<file path="src/fetch_params.svh">
`ifndef FETCH_PARAMS_SVH
`define FETCH_PARAMS_SVH

// Address width of the core
`define PC_WIDTH 32

// Instructions per fetch group, groups are 16-byte aligned
`define FETCH_WIDTH 4

// Entries in each per-slot BTB bank
`define BTB_ENTRIES 16

// 2-bit counters in the bimodal table
`define BPB_ENTRIES 256

// Return address stack entries
`define RAS_DEPTH 8

// Direct-mapped cache lines
// One line holds exactly one fetch group
`define ICACHE_LINES 32

`endif
</file>
<file path="src/fetchPkg.sv">
`include "fetch_params.svh"

package fetchPkg;

  // Control-instruction class, kept in the BTB and carried on updates
  typedef enum logic [1:0] {
    ctrlReturn = 2'd0,
    ctrlCall   = 2'd1,
    ctrlJump   = 2'd2,
    ctrlCond   = 2'd3
  } ctrlType_e;

  // Redirect from backend or decode
  typedef struct packed {
    logic                 valid;
    logic [`PC_WIDTH-1:0] target;
  } redirect_t;

  // In-order resolved branch from the branch queue
  typedef struct packed {
    logic                 valid;
    logic [`PC_WIDTH-1:0] pc;
    logic [`PC_WIDTH-1:0] target;
    ctrlType_e            ctrlType;
    logic                 taken;  // Resolved direction
  } btbUpdate_t;

  // Per-slot prediction handed to decode
  typedef struct packed {
    logic                 hit;
    ctrlType_e            ctrlType;
    logic [`PC_WIDTH-1:0] target;  // RAS top for returns
    logic                 taken;
  } slotPred_t;

  typedef slotPred_t [`FETCH_WIDTH-1:0] groupPred_t;

  typedef logic [`FETCH_WIDTH-1:0][31:0] instGroup_t;

  // Line fill from the lower memory level, one-cycle pulse
  typedef struct packed {
    logic                 valid;
    logic [`PC_WIDTH-1:0] addr;  // Line address, group aligned
    instGroup_t           data;
  } refill_t;

endpackage

</file>
<file path="src/instCache.sv">
`include "fetch_params.svh"

module instCache (
  input  logic                  clk,
  input  logic                  reset,
  input  logic [`PC_WIDTH-1:0]  pc_i,
  input  fetchPkg::refill_t     refill_i,
  output fetchPkg::instGroup_t  group_o,
  output logic                  miss_o,
  output logic [`PC_WIDTH-1:0]  missAddr_o
);

  localparam int OFFSET_BITS = $clog2(`FETCH_WIDTH * 4);  // Byte offset in a line
  localparam int IDX_BITS    = $clog2(`ICACHE_LINES);
  localparam int TAG_LSB     = OFFSET_BITS + IDX_BITS;
  localparam int TAG_BITS    = `PC_WIDTH - TAG_LSB;

  logic [`ICACHE_LINES-1:0] lineValid;
  logic [TAG_BITS-1:0]      lineTag  [`ICACHE_LINES];
  fetchPkg::instGroup_t     lineData [`ICACHE_LINES];

  logic [IDX_BITS-1:0] rdIdx;
  logic [TAG_BITS-1:0] rdTag;
  logic [IDX_BITS-1:0] wrIdx;

  assign rdIdx = pc_i[OFFSET_BITS +: IDX_BITS];
  assign rdTag = pc_i[`PC_WIDTH-1:TAG_LSB];
  assign wrIdx = refill_i.addr[OFFSET_BITS +: IDX_BITS];

  // Read path, all combinational from the PC
  assign group_o    = lineData[rdIdx];
  assign miss_o     = !lineValid[rdIdx] || (lineTag[rdIdx] != rdTag);
  assign missAddr_o = {pc_i[`PC_WIDTH-1:OFFSET_BITS], {OFFSET_BITS{1'b0}}};  // Line base

  always_ff @(posedge clk) begin
    if (reset) begin
      lineValid <= '0;  // Cold cache
    end else if (refill_i.valid) begin
      lineValid[wrIdx] <= 1'b1;
    end
  end

  // Whole line written at once, hits from the next cycle
  always_ff @(posedge clk) begin
    if (refill_i.valid) begin
      lineTag[wrIdx]  <= refill_i.addr[`PC_WIDTH-1:TAG_LSB];
      lineData[wrIdx] <= refill_i.data;
    end
  end

  refillAligned: assert property (@(posedge clk) disable iff (reset)
    refill_i.valid |-> (refill_i.addr[OFFSET_BITS-1:0] == '0));

endmodule

</file>
<file path="config.mk">
export PLATFORM = sky130hd
export DESIGN_NAME = instCache
export DESIGN_NICKNAME = d
export VERILOG_FILES = /design/src/fetchPkg.sv /design/src/instCache.sv
export VERILOG_INCLUDE_DIRS = /design/src
export SDC_FILE = /design/constraint.sdc
export NUM_CORES = 2
export LEC_CHECK = 0
export BUFFER_PORTS_ARGS = -buffer_cell sky130_fd_sc_hd__clkbuf_2
export CORE_AREA = 4 4 669 505
export DETAILED_ROUTE_END_ITERATION = 7
export DIE_AREA = 0 0 673 509
export PLACE_DENSITY_LB_ADDON = 0.2
export SLEW_MARGIN = 5
export SYNTH_ARGS = -nofsm -noshare
export SYNTH_HDL_FRONTEND = slang
export SYNTH_MEMORY_MAX_BITS = 65536
export SYNTH_SLANG_ARGS = --single-unit
export TNS_END_PERCENT = 50
</file>
<file path="constraint.sdc">
create_clock -name clk -period 8 [get_ports clk]
set_input_delay 0.4 -clock clk [delete_from_list [all_inputs] [get_ports clk]]
set_output_delay 0.4 -clock clk [all_outputs]
set_load 0.01 [all_outputs]
</file>
* Yosys cells after proc, flatten, opt, wreduce, memory -nomap -nowiden
Memory sizes are Yosys's and may differ from the RTL's. Cells that the tools add are included.
Word-level totals: bits in registers 32, RAM bits 4832, output and inout bits 161, word-level logic and storage cells 17, memories kept 2
Memory list:
- lineData | depth 32, bits a word 128, read ports 1, clocked after Yosys merged registers in 0, write ports 1, line instCache.sv:20 | fetchPkg::instGroup_t lineData [`ICACHE_LINES];
- lineTag | depth 32, bits a word 23, read ports 1, clocked after Yosys merged registers in 0, write ports 1, line instCache.sv:19 | logic [TAG_BITS-1:0] lineTag [`ICACHE_LINES];
Cells by class: $lt $le $gt $ge 3, eq/ne operators 1, multiplexer cells 6, bitwise gates (word level) 1, reductions and logical operators 3
Operators by type and width (count):
- $or A32 B32 Y32 | 1
- $ne A23 B23 Y1 | 1
- $lt A5 B6 Y1 const B | 2
- $bmux W1 S5 | 1
- $demux W1 S5 | 1
- $ge A5 B1 Y1 const B | 1
- $mux W1 | 4
- $logic_and A1 B1 Y1 | 1
- $logic_not A1 Y1 | 1
- $logic_or A1 B1 Y1 | 1

* Longest topological paths before layout
word-level depth 5, gate-level depth with buffers 14, gate-level depth less buffers 8

* Least setup slack after synthesis
No wires, ideal clock.
path kind in2reg, start point input port refill_i[133] (netlist name), end point memory lineData[12][0] (netlist name), enable pin, setup time 0.666 ns, arrival time 7.363 ns, required time 7.334 ns, path slack -0.028 ns, stages on the path 3, buffers on the path 1, cell sequence or3b_2 > clkbuf_1 > nor2_1
RTL lines:
- start: declaration | line instCache.sv:7 | input fetchPkg::refill_t refill_i,
- end: declaration | line instCache.sv:20
No word-level cell before the write port.

==> summary.txt <==
Yosys
  – Share of flip-flops with an asynchronous set or reset after synthesis: 0
  – Syn Inst Count: around 7.6k
  – Fraction of the yosys area taken by sequential cells: 0.788
  – Count of flip-flops with a built-in enable after synthesis: between 4k and 5k
  – Yosys Warn Count: 0
  – Flop and latch count out of synthesis: ~5k
  – Yosys cell types: 64
  – Most used flip-flop cell after synthesis: sky130_fd_sc_hd__edfxtp_1
  – Cell area after synthesis: about 0.18 sq mm
  – Synthesized area per cell: 24.2 sq um

Worst setup path
  – Required time of the critical path: around 7.6 ns
  – Worst R2R Setup Slack: 7.38 ns
  – Endpoint of the worst setup timing path: group_o[91]
  – Worst reg2reg path depth: 2
  – Timing startpoint of the critical path: pc_i[4]
  – RR Endpoint: lineValid[31]$_SDFFE_PP0P_
  – Data arrival time of the critical path: about 5.2 ns
  – Critical path start-end classification: in -> out
  – Endpoint kind of the worst setup timing path: output pin
  – Crit path launch type: input pin
  – Highest net fanout along the worst path: 106
  – Startpoint of the worst register-to-register path: lineValid[31]$_SDFFE_PP0P_

Detailed routing
  – Sum of routed wire length over all layers: about 460000 microns
  – Overall via count from detail_route: 86.7k
  – Vias per cell: approximately 6.6
  – Post-route ant nets: 0
  – Detailed Routing Iterations Pass 1: 5
  – DRC violation total after the first TritonRoute iteration: approximately 11k
  – DRC Markers: 0
  – Wirelength per Cell: 35.0 microns

Power and ir drop
  – Power Total: between 50 and 60 mW
  – Pwr dens: about 250 mW/mm^2
  – Worst IR drop on VDD: 222 uV
  – Leak Pwr: between 60 and 70 nW

STA
  – Share of the clock period used by the worst path: 0.700
  – Worst slew margin relative to its limit: 0.129
  – Number of max-slew violations in the final report: 0
  – Fmax achieved: 0.179 GHz
  – Slew at the pin with the worst max-slew slack: 1.31 ns
  – Time the final worst path needs with I/O delays and setup: ~5.6 ns
  – Final setup fails: 0
  – Setup skew after layout: 0 ns
  – Setup repair after global routing missed its margin: false
  – Final Hold Viols: 0

Global routing
  – First-pass GRT wire length: around 650000 microns
  – Pin count of the biggest net entering global routing: ~140
  – Residual overflow from global routing: 0
  – Antenna violations before repair: 52
  – Total routing usage reported by global routing: 0.268
  – Via count of the first global-routing pass: just under 90k

Clock tree
  – Skew-Pair Late Insertion Delay: a little over 0.9 ns
  – Clk sink count: a little under 5k
  – Clock edge transition at the registers on the reported setup and hold paths: 0.06 ns
  – Count of H-tree levels built during CTS: 5
  – Post-cts sizing count: 0
  – TritonCTS clock tree: built
  – Clock tree root driver cell: sky130_fd_sc_hd__clkbuf_16
  – Bufs on Longest Clock Path: 4
  – Number of buffers created by CTS: ~450

Job
  – Max Cap Violations: 0

Worst hold path
  – Hold Crit Start: refill_i[59]
  – Path category of the worst min-delay check: in -> reg

Floorplanning
  – I/O pin count: approximately 360
  – Total Die Area: 0.343 sq mm
  – Chip width: roughly 670 microns
  – Core footprint: around 0.33 sq mm
  – Die Height: 509 microns
  – Number of standard-cell rows in the floorplan: 183
  – Initial core utilization: 0.559

Final layout
  – Filler-free cell count of the finished design: ~13k
  – Area Overhead vs Synth: 11.8%
  – Fraction of final layout cells with drive strength greater than 1: 0.304
  – Final-stage net count: approximately 8.4k

Place
  – Placer's final routability congestion estimate: around 0.74
  – Number of port buffers: about 340
  – Cell count after placement: about 12k
  – Detailed-placement wirelength estimate: approximately 210000 microns

Outcome
  – Outcome: finished, final reports clean
sequential cells by signal, indices dropped and copies added (netlist names):
signal / flops
lineData: 4096
lineValid: 32
lineTag: 736
worst max-delay path: stages:
cell and delay [ns]:
sky130_fd_sc_hd__buf_12 0.58, sky130_fd_sc_hd__buf_4 0.86, sky130_fd_sc_hd__buf_4 0.80, sky130_fd_sc_hd__buf_4 0.72, sky130_fd_sc_hd__mux4_2 0.60, sky130_fd_sc_hd__mux4_2 0.49
sky130_fd_sc_hd__nand2_1 0.09, sky130_fd_sc_hd__nand2_1 0.15, sky130_fd_sc_hd__clkbuf_2 0.17
metrics by stage:
| stage | hold slack (ns) | setup slack, ns | setup TNS [ns] | instance area [sq um] | util |
|---|---|---|---|---|---|
| global route | 0.0613 | 1.94 | 0 | 207000 | 0.625 |
| floorplan | 0.435 | -0.0285 | -30.91 | 185000 | - |
| CTS | 0.000291 | 2.22 | 0 | 207000 | 0.625 |
| detailed placement | 0.452 | 2.22 | 0 | 192000 | 0.581 |
| global placement | 0.444 | 2.24 | 0 | 192000 | 0.581 |
| finish | 0.0620 | 2.40 | 0 | 207000 | 0.625 |
routing by layer:
| layer | GRT usage | vias to the layer above | part of all wire | routed length (microns) |
|---|---|---|---|---|
| met3 | 0.0399 | 722 | 0.092 | 41900 |
| met5 | 0 | - | 0.00021 | 94 |
| met4 | 0.0678 | 14 | 0.025 | 11600 |
| met2 | 0.422 | 4696 | 0.48 | 220000 |
| li1 | - | 33898 | - | - |
| met1 | 0.405 | 47350 | 0.40 | 183000 |
how the worst min path moves through the flow:
| stage | end | slack (ns) | cells after the start |
|---|---|---|---|
| after CTS | lineData[6][59]$_DFFE_PP_ | 0.0003 | 1 |
| after global placement | lineValid[26]$_SDFFE_PP0P_ | 0.44 | 2 |
| final | lineData[6][59]$_DFFE_PP_ | 0.06 | 1 |
| after floorplan | lineValid[10]$_SDFFE_PP0P_ | 0.43 | 2 |
| after detailed placement | lineValid[22]$_SDFFE_PP0P_ | 0.45 | 2 |
| after global routing | lineData[20][59]$_DFFE_PP_ | 0.06 | 1 |
report_power, final:
| part | leakage (nW) | total, mW | switching (mW) | internal, mW |
|---|---|---|---|---|
| sequential | 43.8 | 28.4 | 0.0648 | 28.3 |
| clock | 6.99 | 20.9 | 9.15 | 11.7 |
| combinational | 14.2 | 2.61 | 1.56 | 1.05 |
cell usage in the layout, fill, tap and decap left out, types with 11 or more instances in the layout:
master                          netlist  layout
sky130_fd_sc_hd__dlygate4sd3_1        0      28
sky130_fd_sc_hd__clkinv_1             0     104
sky130_fd_sc_hd__nor2_1             121      89
sky130_fd_sc_hd__dfxtp_1             32      32
sky130_fd_sc_hd__clkbuf_16            0     458
sky130_fd_sc_hd__mux4_2            1419    1419
sky130_fd_sc_hd__clkbuf_1           196      96
sky130_fd_sc_hd__a21oi_1             40      40
sky130_fd_sc_hd__xor2_1              14      14
sky130_fd_sc_hd__buf_12               4      39
sky130_fd_sc_hd__bufinv_16            0      35
sky130_fd_sc_hd__clkinv_2             0      92
sky130_fd_sc_hd__nand3_1             13      13
sky130_fd_sc_hd__nor2_4               0      32
sky130_fd_sc_hd__clkinvlp_4           0      13
sky130_fd_sc_hd__buf_4               41     130
sky130_fd_sc_hd__mux2_2              11      11
sky130_fd_sc_hd__a22oi_1             23      23
sky130_fd_sc_hd__nor2b_1             12      12
sky130_fd_sc_hd__mux2i_1            105     105
sky130_fd_sc_hd__diode_2              0      28
sky130_fd_sc_hd__o221ai_1            20      20
sky130_fd_sc_hd__edfxtp_1          4832    4832
sky130_fd_sc_hd__clkbuf_2             0     339
sky130_fd_sc_hd__xnor2_1             14      14
sky130_fd_sc_hd__nand2_1            425     425
final cells by class:
class / count / area, sq um
fill: 21699 / 124000
clock inverter: 265 / 2310
clock buffer: 564 / 12000
timing repair buffer: 538 / 3760
multi-input combinational: 2344 / 37400
inverter: 6 / 37.5
tap: 4440 / 5560
sequential: 4864 / 146000
antenna: 28 / 70.1
kinds of logic (layout without fill, tap and decap cells):
| logic type | Yosys count | in the layout | synth area share |
|---|---|---|---|
| DFF | 4864 | 4864 | 0.788 |
| muxes | 1540 | 1540 | 0.180 |
| and+or+nand+nor | 614 | 614 | 0.0134 |
| buffers and inverters | 429 | 1373 | 0.0113 |
| AOI/OAI and AO/OA | 158 | 158 | 0.00614 |
| xor gates and xnor gates | 28 | 28 | 0.00133 |
| other | 1 | 32 | 0.0000203 |
repair_timing:
action / in CTS / in global routing
buffers inserted: 0 / 0
endpoints found under the hold margin: 454 / 0
hold buffers: 28 / 0
cell usage after synthesis (all sizes together), types with 5 or more instances:
library cell,instances,share of area
and2,10,0.00034
nand2b,6,0.00020
mux2,11,0.00067
xnor2,14,0.00066
a22oi,23,0.00093
a22o,7,0.00033
a221oi,11,0.00062
buf,227,0.0072
o221ai,20,0.00095
edfxtp,4832,0.78
dfxtp,32,0.0035
nand3,13,0.00035
nor2,121,0.0025
nor2b,12,0.00041
nand2,425,0.0086
mux2i,105,0.0057
and3,5,0.00017
clkbuf,196,0.0040
a31oi,9,0.00030
o211ai,5,0.00020
o21ai,9,0.00024
inv,6,0.00012
xor2,14,0.00066
o22ai,10,0.00034
a21oi,40,0.0011
nand3b,5,0.00020
mux4,1424,0.17
a211oi,5,0.00020
(Power assumes the default switching activity.)
