==> config.mk <==
export PLATFORM = sky130hd
export DESIGN_NAME = returnAddrStack
export DESIGN_NICKNAME = d
export VERILOG_FILES = /design/src/returnAddrStack.sv
export VERILOG_INCLUDE_DIRS = /design/src
export SDC_FILE = /design/constraint.sdc
export NUM_CORES = 1
export LEC_CHECK = 0
export BUFFER_PORTS_ARGS = -buffer_cell sky130_fd_sc_hd__buf_2
export CAP_MARGIN = 30
export CORE_MARGIN = 4
export CORE_UTILIZATION = 31
export CTS_BUF_LIST = sky130_fd_sc_hd__clkbuf_4
export CTS_CLUSTER_SIZE = 28
export DETAILED_ROUTE_END_ITERATION = 10
export PLACE_DENSITY = 0.52
export SLEW_MARGIN = 20
export SYNTH_ARGS = -nofsm -noshare
export SYNTH_HDL_FRONTEND = slang
export SYNTH_SLANG_ARGS = --single-unit
==> constraint.sdc <==
create_clock -name clk -period 4.2 [get_ports clk]
set_input_delay 1.26 -clock clk [delete_from_list [all_inputs] [get_ports clk]]
set_output_delay 1.26 -clock clk [all_outputs]
set_load 0.1 [all_outputs]
==> src/fetch_params.svh <==
`ifndef FETCH_PARAMS_SVH
`define FETCH_PARAMS_SVH

// Address width of the core
`define PC_WIDTH 32

// Instructions per fetch group, groups are 16-byte aligned
`define FETCH_WIDTH 4

// Entries in each per-slot BTB bank
`define BTB_ENTRIES 16

// 2-bit counters in the bimodal table
`define BPB_ENTRIES 256

// Return address stack entries
`define RAS_DEPTH 8

// Direct-mapped cache lines
// One line holds exactly one fetch group
`define ICACHE_LINES 32

`endif
==> src/returnAddrStack.sv <==
`include "fetch_params.svh"

module returnAddrStack (
  input  logic                  clk,
  input  logic                  reset,
  input  logic                  push_i,
  input  logic                  pop_i,
  input  logic [`PC_WIDTH-1:0]  pushAddr_i,
  output logic [`PC_WIDTH-1:0]  top_o
);

  localparam int PTR_BITS = $clog2(`RAS_DEPTH);

  logic [`PC_WIDTH-1:0] stack [`RAS_DEPTH];
  logic [PTR_BITS-1:0]  topPtr;
  logic [PTR_BITS-1:0]  ptrInc;
  logic [PTR_BITS-1:0]  ptrDec;

  // Pointers wrap, so overflow drops the oldest entry
  assign ptrInc = topPtr + 1'b1;
  assign ptrDec = topPtr - 1'b1;

  assign top_o = stack[topPtr];  // Underflow shows whatever wrapped in

  always_ff @(posedge clk) begin
    if (reset) begin
      topPtr <= '0;
      for (int e = 0; e < `RAS_DEPTH; e++) begin
        stack[e] <= '0;
      end
    end else if (push_i && pop_i) begin
      stack[topPtr] <= pushAddr_i;  // Return then call, top replaced
    end else if (push_i) begin
      topPtr         <= ptrInc;
      stack[ptrInc]  <= pushAddr_i;
    end else if (pop_i) begin
      topPtr <= ptrDec;
    end
  end

  // Combined push and pop must still carry a real address
  pushPopAddrKnown: assert property (@(posedge clk) disable iff (reset)
    (push_i && pop_i) |-> !$isunknown(pushAddr_i));

endmodule

# After elaboration in Yosys (flattened, before gate mapping)
# Memories as Yosys holds them, arrays and structs flattened. A register that Yosys moved wholly into a read port is not among the register bits.
# Cells that the tools add are included.
# classes
n_addsub,2
mux,19
n_bitwise,1
n_reduce_logical,5
# ops
op,count
32-bit 2-to-1 mux,2
32-bit OR reduction,2
3-bit 2-to-1 mux,6
1-bit 2-to-1 mux,11
3-bit by 1-bit adder with 3-bit output (second input constant),1
3-bit by 1-bit subtractor with 3-bit output (second input constant),1
2-bit AND reduction,1
2-bit nonzero test,1
1-bit logical AND,1
1-bit NOT,1
# word_totals
n_memories,1
mem_bits_rw,256
out_inout_bits,32
ff_bits,3
in_bits,36
# memory_table
name,words,width,rd,rd_ports_with_merged_regs,wr,line_no,text
stack,8,32,1,1,8,returnAddrStack.sv:14,logic [`PC_WIDTH-1:0] stack [`RAS_DEPTH];

# Depth between registers and ports, before layout
# Gate-level depths: netlist (run 1).
# depth
word_depth,7
depth_mapped,9
depth_no_buf,6

# Worst setup path after synthesis (run 1)
# No wires, ideal clock.
# synth_path
path_type,input to register
from,input port pop_i
to,memory stack[1][0] (netlist bit) (enable)
path_stages,8
arrival_ps,3039
path_slack_ps,773
path_cell_list,inv_1 ha_1 buf_4 nand2_1 o21ai_0 nor2_1 clkbuf_1 a21o_1
# synth_rtl
item,line_no,text
start: declaration,returnAddrStack.sv:7,"input logic pop_i,"
end: declaration,returnAddrStack.sv:14,

==> results of run 1 <==
==> layout by cell type (no fill, tap or decap), types with 4 or more instances in the layout <==
cell type	count
and2_1	192
and3_1	64
buf_12	12
buf_2	67
buf_4	11
clkbuf_4	103
clkinv_1	12
edfxtp_1	256
inv_1	4
mux2_2	32
mux4_2	64
nor2_1	4
or2_2	6
==> layer usage <==
| layer | global-route usage [%] | vias to the layer above | wire (um) |
|---|---|---|---|
| met5 | 0 | - | 12 |
| met4 | 4.45 | 2 | 531 |
| met3 | 2.87 | 56 | 1210 |
| met2 | 23.3 | 155 | 14400 |
| met1 | 18.6 | 3269 | 12800 |
| li1 | - | 3019 | - |
==> Yosys cell counts <==
cell       number
and2_1        192
o21ai_0         2
mux4_2         64
or2_2           6
and2b_1         2
o211a_4         1
nand2b_1        1
or3_4           1
edfxtp_1      256
clkbuf_1       19
a21oi_1         3
ha_1            3
xor2_1          2
mux2i_1         3
or3_1           1
and3_1         64
nor2_1          6
o22ai_1         2
nand4bb_1       1
inv_1           4
nor2b_1         1
nand2_1         3
nor3b_1         1
nand3_1         3
xor2_2          1
mux2_2         32
nand4b_2        1
buf_6           7
dfxtp_1         6
o22ai_2         1
o32ai_2         2
buf_1           1
buf_2          17
a21boi_0        1
clkbuf_2        8
a21o_1          2
nor3_4          2
xnor2_2         1
buf_4           1
==> path summary, 6_finish.rpt <==
check	end	cells past startpoint
max	top_o[25]	4
min	register	2
max reg2reg	stack[5][11]$_SDFFCE_PN0P_	6
min reg2reg	register	2
==> sequential cells by signal, summed over array words and instances (netlist names), named ones only <==
signal  flops
topPtr      3
stack     256
==> power groups by stage <==
stage          Sequential, mW  Combinational, mW  Clock, mW
2_1_floorplan            3.11               1.23          0
3_3_place_gp             3.18               1.56          0
3_5_place_dp             3.19               1.57          0
4_1_cts                  3.13               1.57       2.39
5_1_grt                  3.14               1.63       2.52
6_report                 3.12               1.55       2.31
==> critical path, delay by kind of cell, from the launching register on <==
kind	cells	cell delay [ps]
buf+inv	2	640
mux	2	850
flops	1	630
==> stage by stage <==
stage               cells  hold WS [ps]  instance area [sq um]  utilization, %
floorplan             724           540                  12000               -
global placement     1271           635                  13000            34.3
detailed placement   1272           624                  13000            34.4
CTS                  1394           631                  13900            36.8
global route         1398           666                  14000            37.0
finish               1398           624                  14000            37.0
==> cell families after synthesis <==
family | Yosys count
compound gates | 14
xor+xnor | 4
fa+ha+maj | 3
buf+inv | 57
flops | 262
mux | 99
simple gates | 285
==> area by class of cell <==
cell class	instances	area (sq um)
fill	3646	23800
timing repair buffer	93	741
tap	511	639
clock inverter	19	138
sequential	262	7810
multi-input combinational	405	3890
antenna	1	2.50
inverter	4	15.0
clock buffer	103	773
==> impl_metrics.py, run 1 <==
metrics = {
    "cts": {
        "h-tree-depth": 3,
        "ctsResizeCount": 0,
        "root_buffer": "clkbuf_4",
        "cts-buffers-inserted": 74,
        "clkSlewWorstSetupHoldPaths_ps": 60,
        "clkLatencyLatePin_ps": 670,
        "clockBufferDepth": 3,
        "post_cts_buffers": 0,
        "cts_num_sinks": 262,
        "cts_tree": "built",
        "hold_buffers": 0,
    },
    "sta": {
        "drv_slew": 0,
        "tightest_slew_ps": 918,
        "final.setup.worst_slack_ps": 166,
        "max_freq_ghz": 0.248,
        "skew_ps": 43.0,
        "relSlewSlack_pct": 38.8,
        "fin_crit_ps": 4030,
        "fin_crit_sh_pct": 96.1,
        "rsz0062_at_grt": "no",
        "tns_ps": 0,
        "finalHoldViolCount": 0,
        "finalSetupViolCount": 0,
    },
    "detailed_routing": {
        "drt.antenna.violating_nets": 0,
        "drc": 0,
        "wl_per_cell_um": 20.7,
        "drt-initial-drc-count": 380,
        "vias_per_cell": 4.65,
        "drt-total-wl_mm": 28.9,
        "dr.pass1.iters": 4,
        "vias": 6501,
    },
    "placement": {
        "post-dp-hpwl_mm": 16.8,
        "place_ws_ps": 362,
        "place.port_buffers": 67,
        "place_congestion": 0.717,
    },
    "die": {
        "pin_count": 68,
        "floorplan.die_area_sq_mm": 0.0418,
        "core_sq_mm": 0.0378,
        "fp.dieH_um": 204,
        "num_rows": 71,
        "dieWidth_um": 204,
        "start_util_pct": 31.6,
    },
    "global_route": {
        "grtUsageTotal_pct": 14.0,
        "grt_pass1_wl_mm": 44.1,
        "antenna_found_initial": 3,
        "grt-ovfl-total": 0,
        "grt_pass1_vias": 7263,
        "grt_max_degree": 65,
    },
    "synth": {
        "syn_area_sq_mm": 0.0120,
        "syn_inst": 724,
        "yosysSeqAreaShare_pct": 65.3,
        "synth_area_per_cell_sq_um": 16.5,
        "synthDistinctLibCells": 39,
        "synth_simple_gate_area_share_pct": 15.1,
        "synth_top_area_share_pct": 64.3,
        "synth_top_family_by_area": "multiplexers",
        "synthAdderAreaFrac_pct": 0.314,
        "syn-num-nets": 763,
        "synth_largest_area_cell": "edfxtp_1",
        "yosysWarnings": 0,
        "synthMuxAreaShare_pct": 15.3,
        "synth_compound_area_share_pct": 1.03,
        "synthTopCellsByArea": "edfxtp_1, mux4_2, and2_1",
        "synth_xor_area_share_pct": 0.419,
        "ys_ff_latch": 262,
    },
    "critical_path": {
        "worst_path_max_delay_cell": "dfxtp_4",
        "crit_fanout": 18,
        "cp-start-kind": "register",
        "cp.required_ps": 2940,
        "r2r_slack_ps": 1130,
        "crit_arrival_ps": 2770,
        "end_kind": "output port",
        "cp_cell_sequence": "buf_4 -> mux4_2 -> mux2_2 -> buf_2",
        "worstSetupPathType": "reg2out",
        "timing.rr.start": "topPtr[0]$_SDFFE_PP0P_",
        "max_stage_delay_ps": 630,
    },
    "power_and_ir_drop": {
        "p_total_mw": 6.98,
        "p_comb_share_pct": 22.2,
        "swShare_pct": 32.1,
        "seq_power_share_pct": 44.8,
        "p_int_mw": 4.74,
        "leakagePower_nw": 5.39,
        "p_switching_mw": 2.24,
        "pwr-share-clk_pct": 33.0,
        "power.density_cell_area_mw_per_mm2": 498,
        "peakVddDrop_uv": 228,
    },
    "cells_and_area": {
        "layout.nets": 879,
        "syn_to_final_growth_pct": 17.3,
        "drive_gt1_share_pct": 36.6,
    },
    "outcome": {
        "status": "finished clean",
    },
    "flow_run": {
        "drv_cap": 0,
    },
    "min_path": {
        "hp-class": "reg2reg",
        "min_from": "topPtr[1]$_SDFFE_PP0P_",
    },
}
Power figures use the tool's default switching activity.
==> inputs of run 2 (changes only) <==
Settings changed: RECOVER_POWER set to 25.
==> impl_metrics.py, run 2 (synthesis gave the netlist of run 1 again) <==
metrics = {
    "critical_path": {
        "cp.required_ps": 2940,
        "r2r_cells": 7,
        "end_kind": "output port",
        "cp-start-kind": "register",
        "timing.rr.start": "topPtr[0]$_SDFFE_PP0P_",
        "crit_fanout": 18,
        "worstSetupPathType": "reg2out",
        "r2r_slack_ps": 900,
        "rr_endpoint": "stack[7][29]$_SDFFCE_PN0P_",
        "crit_arrival_ps": 2760,
    },
    "global_route": {
        "grt-ovfl-total": 0,
        "grt_pass1_wl_mm": 44.1,
        "grt_max_degree": 65,
        "grtUsageTotal_pct": 14.0,
        "grt_pass1_vias": 7263,
        "antenna_found_initial": 3,
    },
    "outcome": {
        "status": "finished with violations",
        "violations": "max-capacitance violations, max-slew violations",
    },
    "min_path": {
        "hold_depth": 2,
        "hp-class": "reg2reg",
        "min_from": "topPtr[1]$_SDFFE_PP0P_",
    },
    "sta": {
        "finalSetupViolCount": 0,
        "fin_crit_sh_pct": 95.8,
        "drv_slew": 33,
        "max_freq_ghz": 0.248,
        "tns_ps": 0,
        "finalHoldViolCount": 0,
        "fin_crit_ps": 4020,
        "tightest_slew_ps": 1560,
        "whs_ps": 628,
        "relSlewSlack_pct": -3.80,
        "rsz0062_at_grt": "no",
        "skew_ps": 45.5,
    },
    "cells_and_area": {
        "syn_to_final_growth_pct": 16.5,
        "mostFrequentLayoutCell": "edfxtp_1",
        "drive_gt1_share_pct": 35.1,
        "largest_registers": "stack (256), topPtr (3)",
        "mostFrequentLayoutCells": "edfxtp_1, and2_1, clkbuf_4",
        "layout.nets": 879,
        "regMostFlops": "stack",
        "largest_reg_flops": 256,
    },
    "placement": {
        "place_congestion": 0.717,
        "place.port_buffers": 67,
        "post-dp-hpwl_mm": 16.8,
    },
    "power_and_ir_drop": {
        "peakVddDrop_uv": 245,
        "leakagePower_nw": 5.32,
        "power.density_cell_area_mw_per_mm2": 500,
    },
    "detailed_routing": {
        "wl_per_cell_um": 20.8,
        "drt-total-wl_mm": 29.0,
        "vias": 6517,
        "drt.antenna.violating_nets": 0,
        "drt-initial-drc-count": 416,
        "dr.pass1.iters": 5,
        "vias_per_cell": 4.66,
        "drc": 0,
    },
    "cts": {
        "clkSlewWorstSetupHoldPaths_ps": 60,
        "hold_buffers": 0,
        "h-tree-depth": 3,
        "cts_num_sinks": 262,
        "ctsResizeCount": 0,
        "root_buffer": "clkbuf_4",
        "clkLatencyLatePin_ps": 670,
        "cts_tree": "built",
        "cts-buffers-inserted": 74,
        "clockBufferDepth": 3,
        "post_cts_buffers": 0,
    },
    "die": {
        "pin_count": 68,
        "num_rows": 71,
        "dieWidth_um": 204,
        "floorplan.die_area_sq_mm": 0.0418,
        "fp.dieH_um": 204,
        "core_sq_mm": 0.0378,
        "start_util_pct": 31.6,
    },
    "flow_run": {
        "drv_cap": 1,
    },
}
## run 2: worst max path at each step
stage | start | endpoint | slack (ps)
2_1_floorplan | pop_i | stack[1][0]$_SDFFCE_PN0P_ | 770
3_3_place_gp | push_i | stack[7][16]$_SDFFCE_PN0P_ | 450
3_5_place_dp | push_i | stack[5][16]$_SDFFCE_PN0P_ | 360
4_1_cts | register | top_o[25] | 50
5_1_grt | register | top_o[25] | 10
6_report | register | top_o[25] | 180
## run 2: cell type report
cell class                      count  area (sq um)
Antenna cell                        1          2.50
Clock buffer                      103           773
Clock inverter                     19           138
Fill cell                        3659         23900
Inverter                            4          15.0
Multi-Input combinational cell    405          3850
Sequential cell                   262          7810
Tap cell                          511           639
Timing Repair Buffer               93           694
## run 2: report_power, final
group | switching (mW) | total, mW | internal [mW]
clock | 1.05 | 2.30 | 1.25
combinational | 1.08 | 1.53 | 0.448
sequential | 0.0908 | 3.12 | 3.03
## run 2: metrics by stage
| stage | worst slack (ps) | total power, mW | area [sq um] | instances | utilization (%) |
|---|---|---|---|---|---|
| after global placement | 454 | 4.74 | 13000 | 1271 | 34.3 |
| after global routing | 10.2 | 7.28 | 13900 | 1398 | 36.8 |
| after detailed placement | 362 | 4.75 | 13000 | 1272 | 34.4 |
| final | 175 | 6.96 | 13900 | 1398 | 36.8 |
| after floorplan | 773 | 4.34 | 12000 | 724 | - |
| after CTS | 51.2 | 7.09 | 13900 | 1394 | 36.8 |
## run 2: critical path, cell delays in order (launching register included)
cell     delay [ps]
dfxtp_4         620
buf_4           340
mux4_2          560
mux2_2          290
buf_2           300
## run 2: layer usage
| layer | vias up | track usage, % | share of wire, % |
|---|---|---|---|
| li1 | 3020 | - | - |
| met1 | 3275 | 18.6 | 44 |
| met2 | 167 | 23.3 | 49 |
| met3 | 53 | 2.87 | 4.7 |
| met4 | 2 | 4.45 | 1.8 |
| met5 | - | 0 | 0.041 |
==> inputs of run 3 (changes only) <==
Settings changed: CTS_BUF_LIST sky130_fd_sc_hd__clkbuf_4 to sky130_fd_sc_hd__clkbuf_8, CTS_CLUSTER_SIZE 28 to unset, SETUP_SLACK_MARGIN set to 0.4.
==> impl_metrics.py, run 3 (synthesis gave the netlist of run 1 again) <==
metrics = {
    "detailed_routing": {
        "vias": 6407,
        "dr.pass1.iters": 5,
        "wl_per_cell_um": 21.5,
        "drt-initial-drc-count": 410,
        "drt-total-wl_mm": 29.2,
        "drc": 0,
        "vias_per_cell": 4.72,
        "drt.antenna.violating_nets": 0,
    },
    "cells_and_area": {
        "mostFrequentLayoutCell": "edfxtp_1",
        "syn_to_final_growth_pct": 15.8,
        "largest_reg_flops": 256,
        "regMostFlops": "stack",
        "n_fill_cell": 3657,
        "fin_cells": 1357,
        "layout.nets": 854,
        "diodes": 0,
        "mostFrequentLayoutCells": "edfxtp_1, and2_1, buf_2",
        "largest_registers": "stack (256), topPtr (3)",
        "final-seq-area_sq_mm": 0.00782,
        "multiInputGateArea_sq_mm": 0.00386,
        "drive_gt1_share_pct": 30.3,
    },
    "die": {
        "dieWidth_um": 204,
        "core_sq_mm": 0.0378,
        "num_rows": 71,
        "fp.dieH_um": 204,
        "pin_count": 68,
        "start_util_pct": 31.6,
        "floorplan.die_area_sq_mm": 0.0418,
    },
    "global_route": {
        "grt_max_degree": 65,
        "grt-ovfl-total": 0,
        "grt_pass1_vias": 7086,
        "antenna_found_initial": 2,
        "grtUsageTotal_pct": 13.9,
        "grt_pass1_wl_mm": 44.0,
    },
    "sta": {
        "rsz0062_at_grt": "no",
        "finalSetupViolCount": 0,
        "finalHoldViolCount": 0,
        "drv_slew": 66,
        "skew_ps": 28.7,
        "max_freq_ghz": 0.271,
        "relSlewSlack_pct": -4.71,
        "tightest_slew_ps": 1570,
        "tns_ps": 0,
        "fin_crit_sh_pct": 87.7,
        "whs_ps": 617,
        "fin_crit_ps": 3690,
    },
    "cts": {
        "cts-buffers-inserted": 47,
        "hold_buffers": 0,
        "cts_tree": "built",
        "root_buffer": "clkbuf_8",
        "clkLatencyLatePin_ps": 560,
        "h-tree-depth": 2,
        "clockBufferDepth": 3,
        "cts_num_sinks": 262,
        "clkSlewWorstSetupHoldPaths_ps": 50,
    },
    "placement": {
        "post-dp-hpwl_mm": 16.8,
        "place_congestion": 0.717,
        "place.port_buffers": 67,
        "dpl.cell_count": 1272,
    },
    "min_path": {
        "hp-class": "reg2reg",
    },
    "outcome": {
        "status": "finished with violations",
        "violations": "max-capacitance violations, max-slew violations",
    },
    "critical_path": {
        "max_stage_delay_ps": 1160,
        "crit_arrival_ps": 4090,
        "crit_fanout": 32,
        "worstSetupPathType": "in2reg",
        "worst_path_max_delay_cell": "clkbuf_1",
        "cp.required_ps": 4610,
        "cp_cell_sequence": "clkbuf_1 -> ha_1 -> xor2_2 -> nand3_1 -> o22ai_2 -> clkbuf_1 -> and2_0",
        "end_kind": "register",
        "cp-start-kind": "input port",
        "crit_path_frequent_cell": "clkbuf_1",
    },
    "flow_run": {
        "drv_cap": 2,
    },
    "power_and_ir_drop": {
        "power.density_cell_area_mw_per_mm2": 489,
        "leakagePower_nw": 5.29,
        "peakVddDrop_uv": 225,
    },
}
[run 3: cell types whose count changed in the layout (fill, tap and decap cells not counted), sizes merged]
| cell | delta |
|---|---|
| clkinvlp | -1 |
| clkbuf | -55 |
| buf | +2 |
| bufinv | -2 |
| clkinv | -6 |
| inv | +22 |
| diode | -1 |
[run 3: worst paths after layout]
kind                               start                         end  slack, ps  cells past startpoint
setup / recovery                  push_i  stack[7][25]$_SDFFCE_PN0P_        510                      7
hold / removal    topPtr[1]$_SDFFE_PP0P_                    register        620                      2
setup reg to reg  topPtr[0]$_SDFFE_PP0P_  stack[7][25]$_SDFFCE_PN0P_        830                      7
hold reg to reg   topPtr[1]$_SDFFE_PP0P_                    register        620                      2
[run 3: through the flow]
| step | area [sq um] | setup slack [ps] | total power, mW | utilization, % |
|---|---|---|---|---|
| 2_1_floorplan | 12000 | 773 | 4.34 | - |
| 3_3_place_gp | 13000 | 454 | 4.74 | 34.3 |
| 3_5_place_dp | 13000 | 362 | 4.75 | 34.4 |
| 4_1_cts | 13800 | 449 | 6.87 | 36.6 |
| 5_1_grt | 13800 | 301 | 7.05 | 36.6 |
| 6_report | 13800 | 515 | 6.77 | 36.6 |
[run 3: routing by layer]
| metal | up-vias | global-route usage (%) | wire (um) |
|---|---|---|---|
| li1 | 2917 | - | - |
| met1 | 3295 | 19.0 | 13100 |
| met2 | 147 | 23.2 | 14300 |
| met3 | 46 | 2.49 | 1250 |
| met4 | 2 | 3.57 | 526 |
| met5 | - | 0 | 18 |
[run 3: power by group]
group	switching, mW	internal (mW)
sequential	0.0806	3.04
combinational	1.10	0.453
clock	1.04	1.06
[run 3: layout make-up]
class                      instances  area share (%)
inverter                           4           0.108
sequential                       262            56.5
timing repair buffer              95            5.13
tap                              511            4.62
clock buffer                      48            4.77
clock inverter                    32            1.03
multi-input combinational        405            27.9
[run 3: critical path: cells and delay by family]
family | cells | cell delay [ps]
buf+inv | 2 | 1360
fa+ha+maj | 1 | 490
simple gates | 2 | 480
xor+xnor | 1 | 260
compound gates | 1 | 220
[run 3: repair_timing]
action                     in CTS  in global routing
resized for setup               1                  0
setup buffers                   2                  0
setup endpoints to repair      30                  0
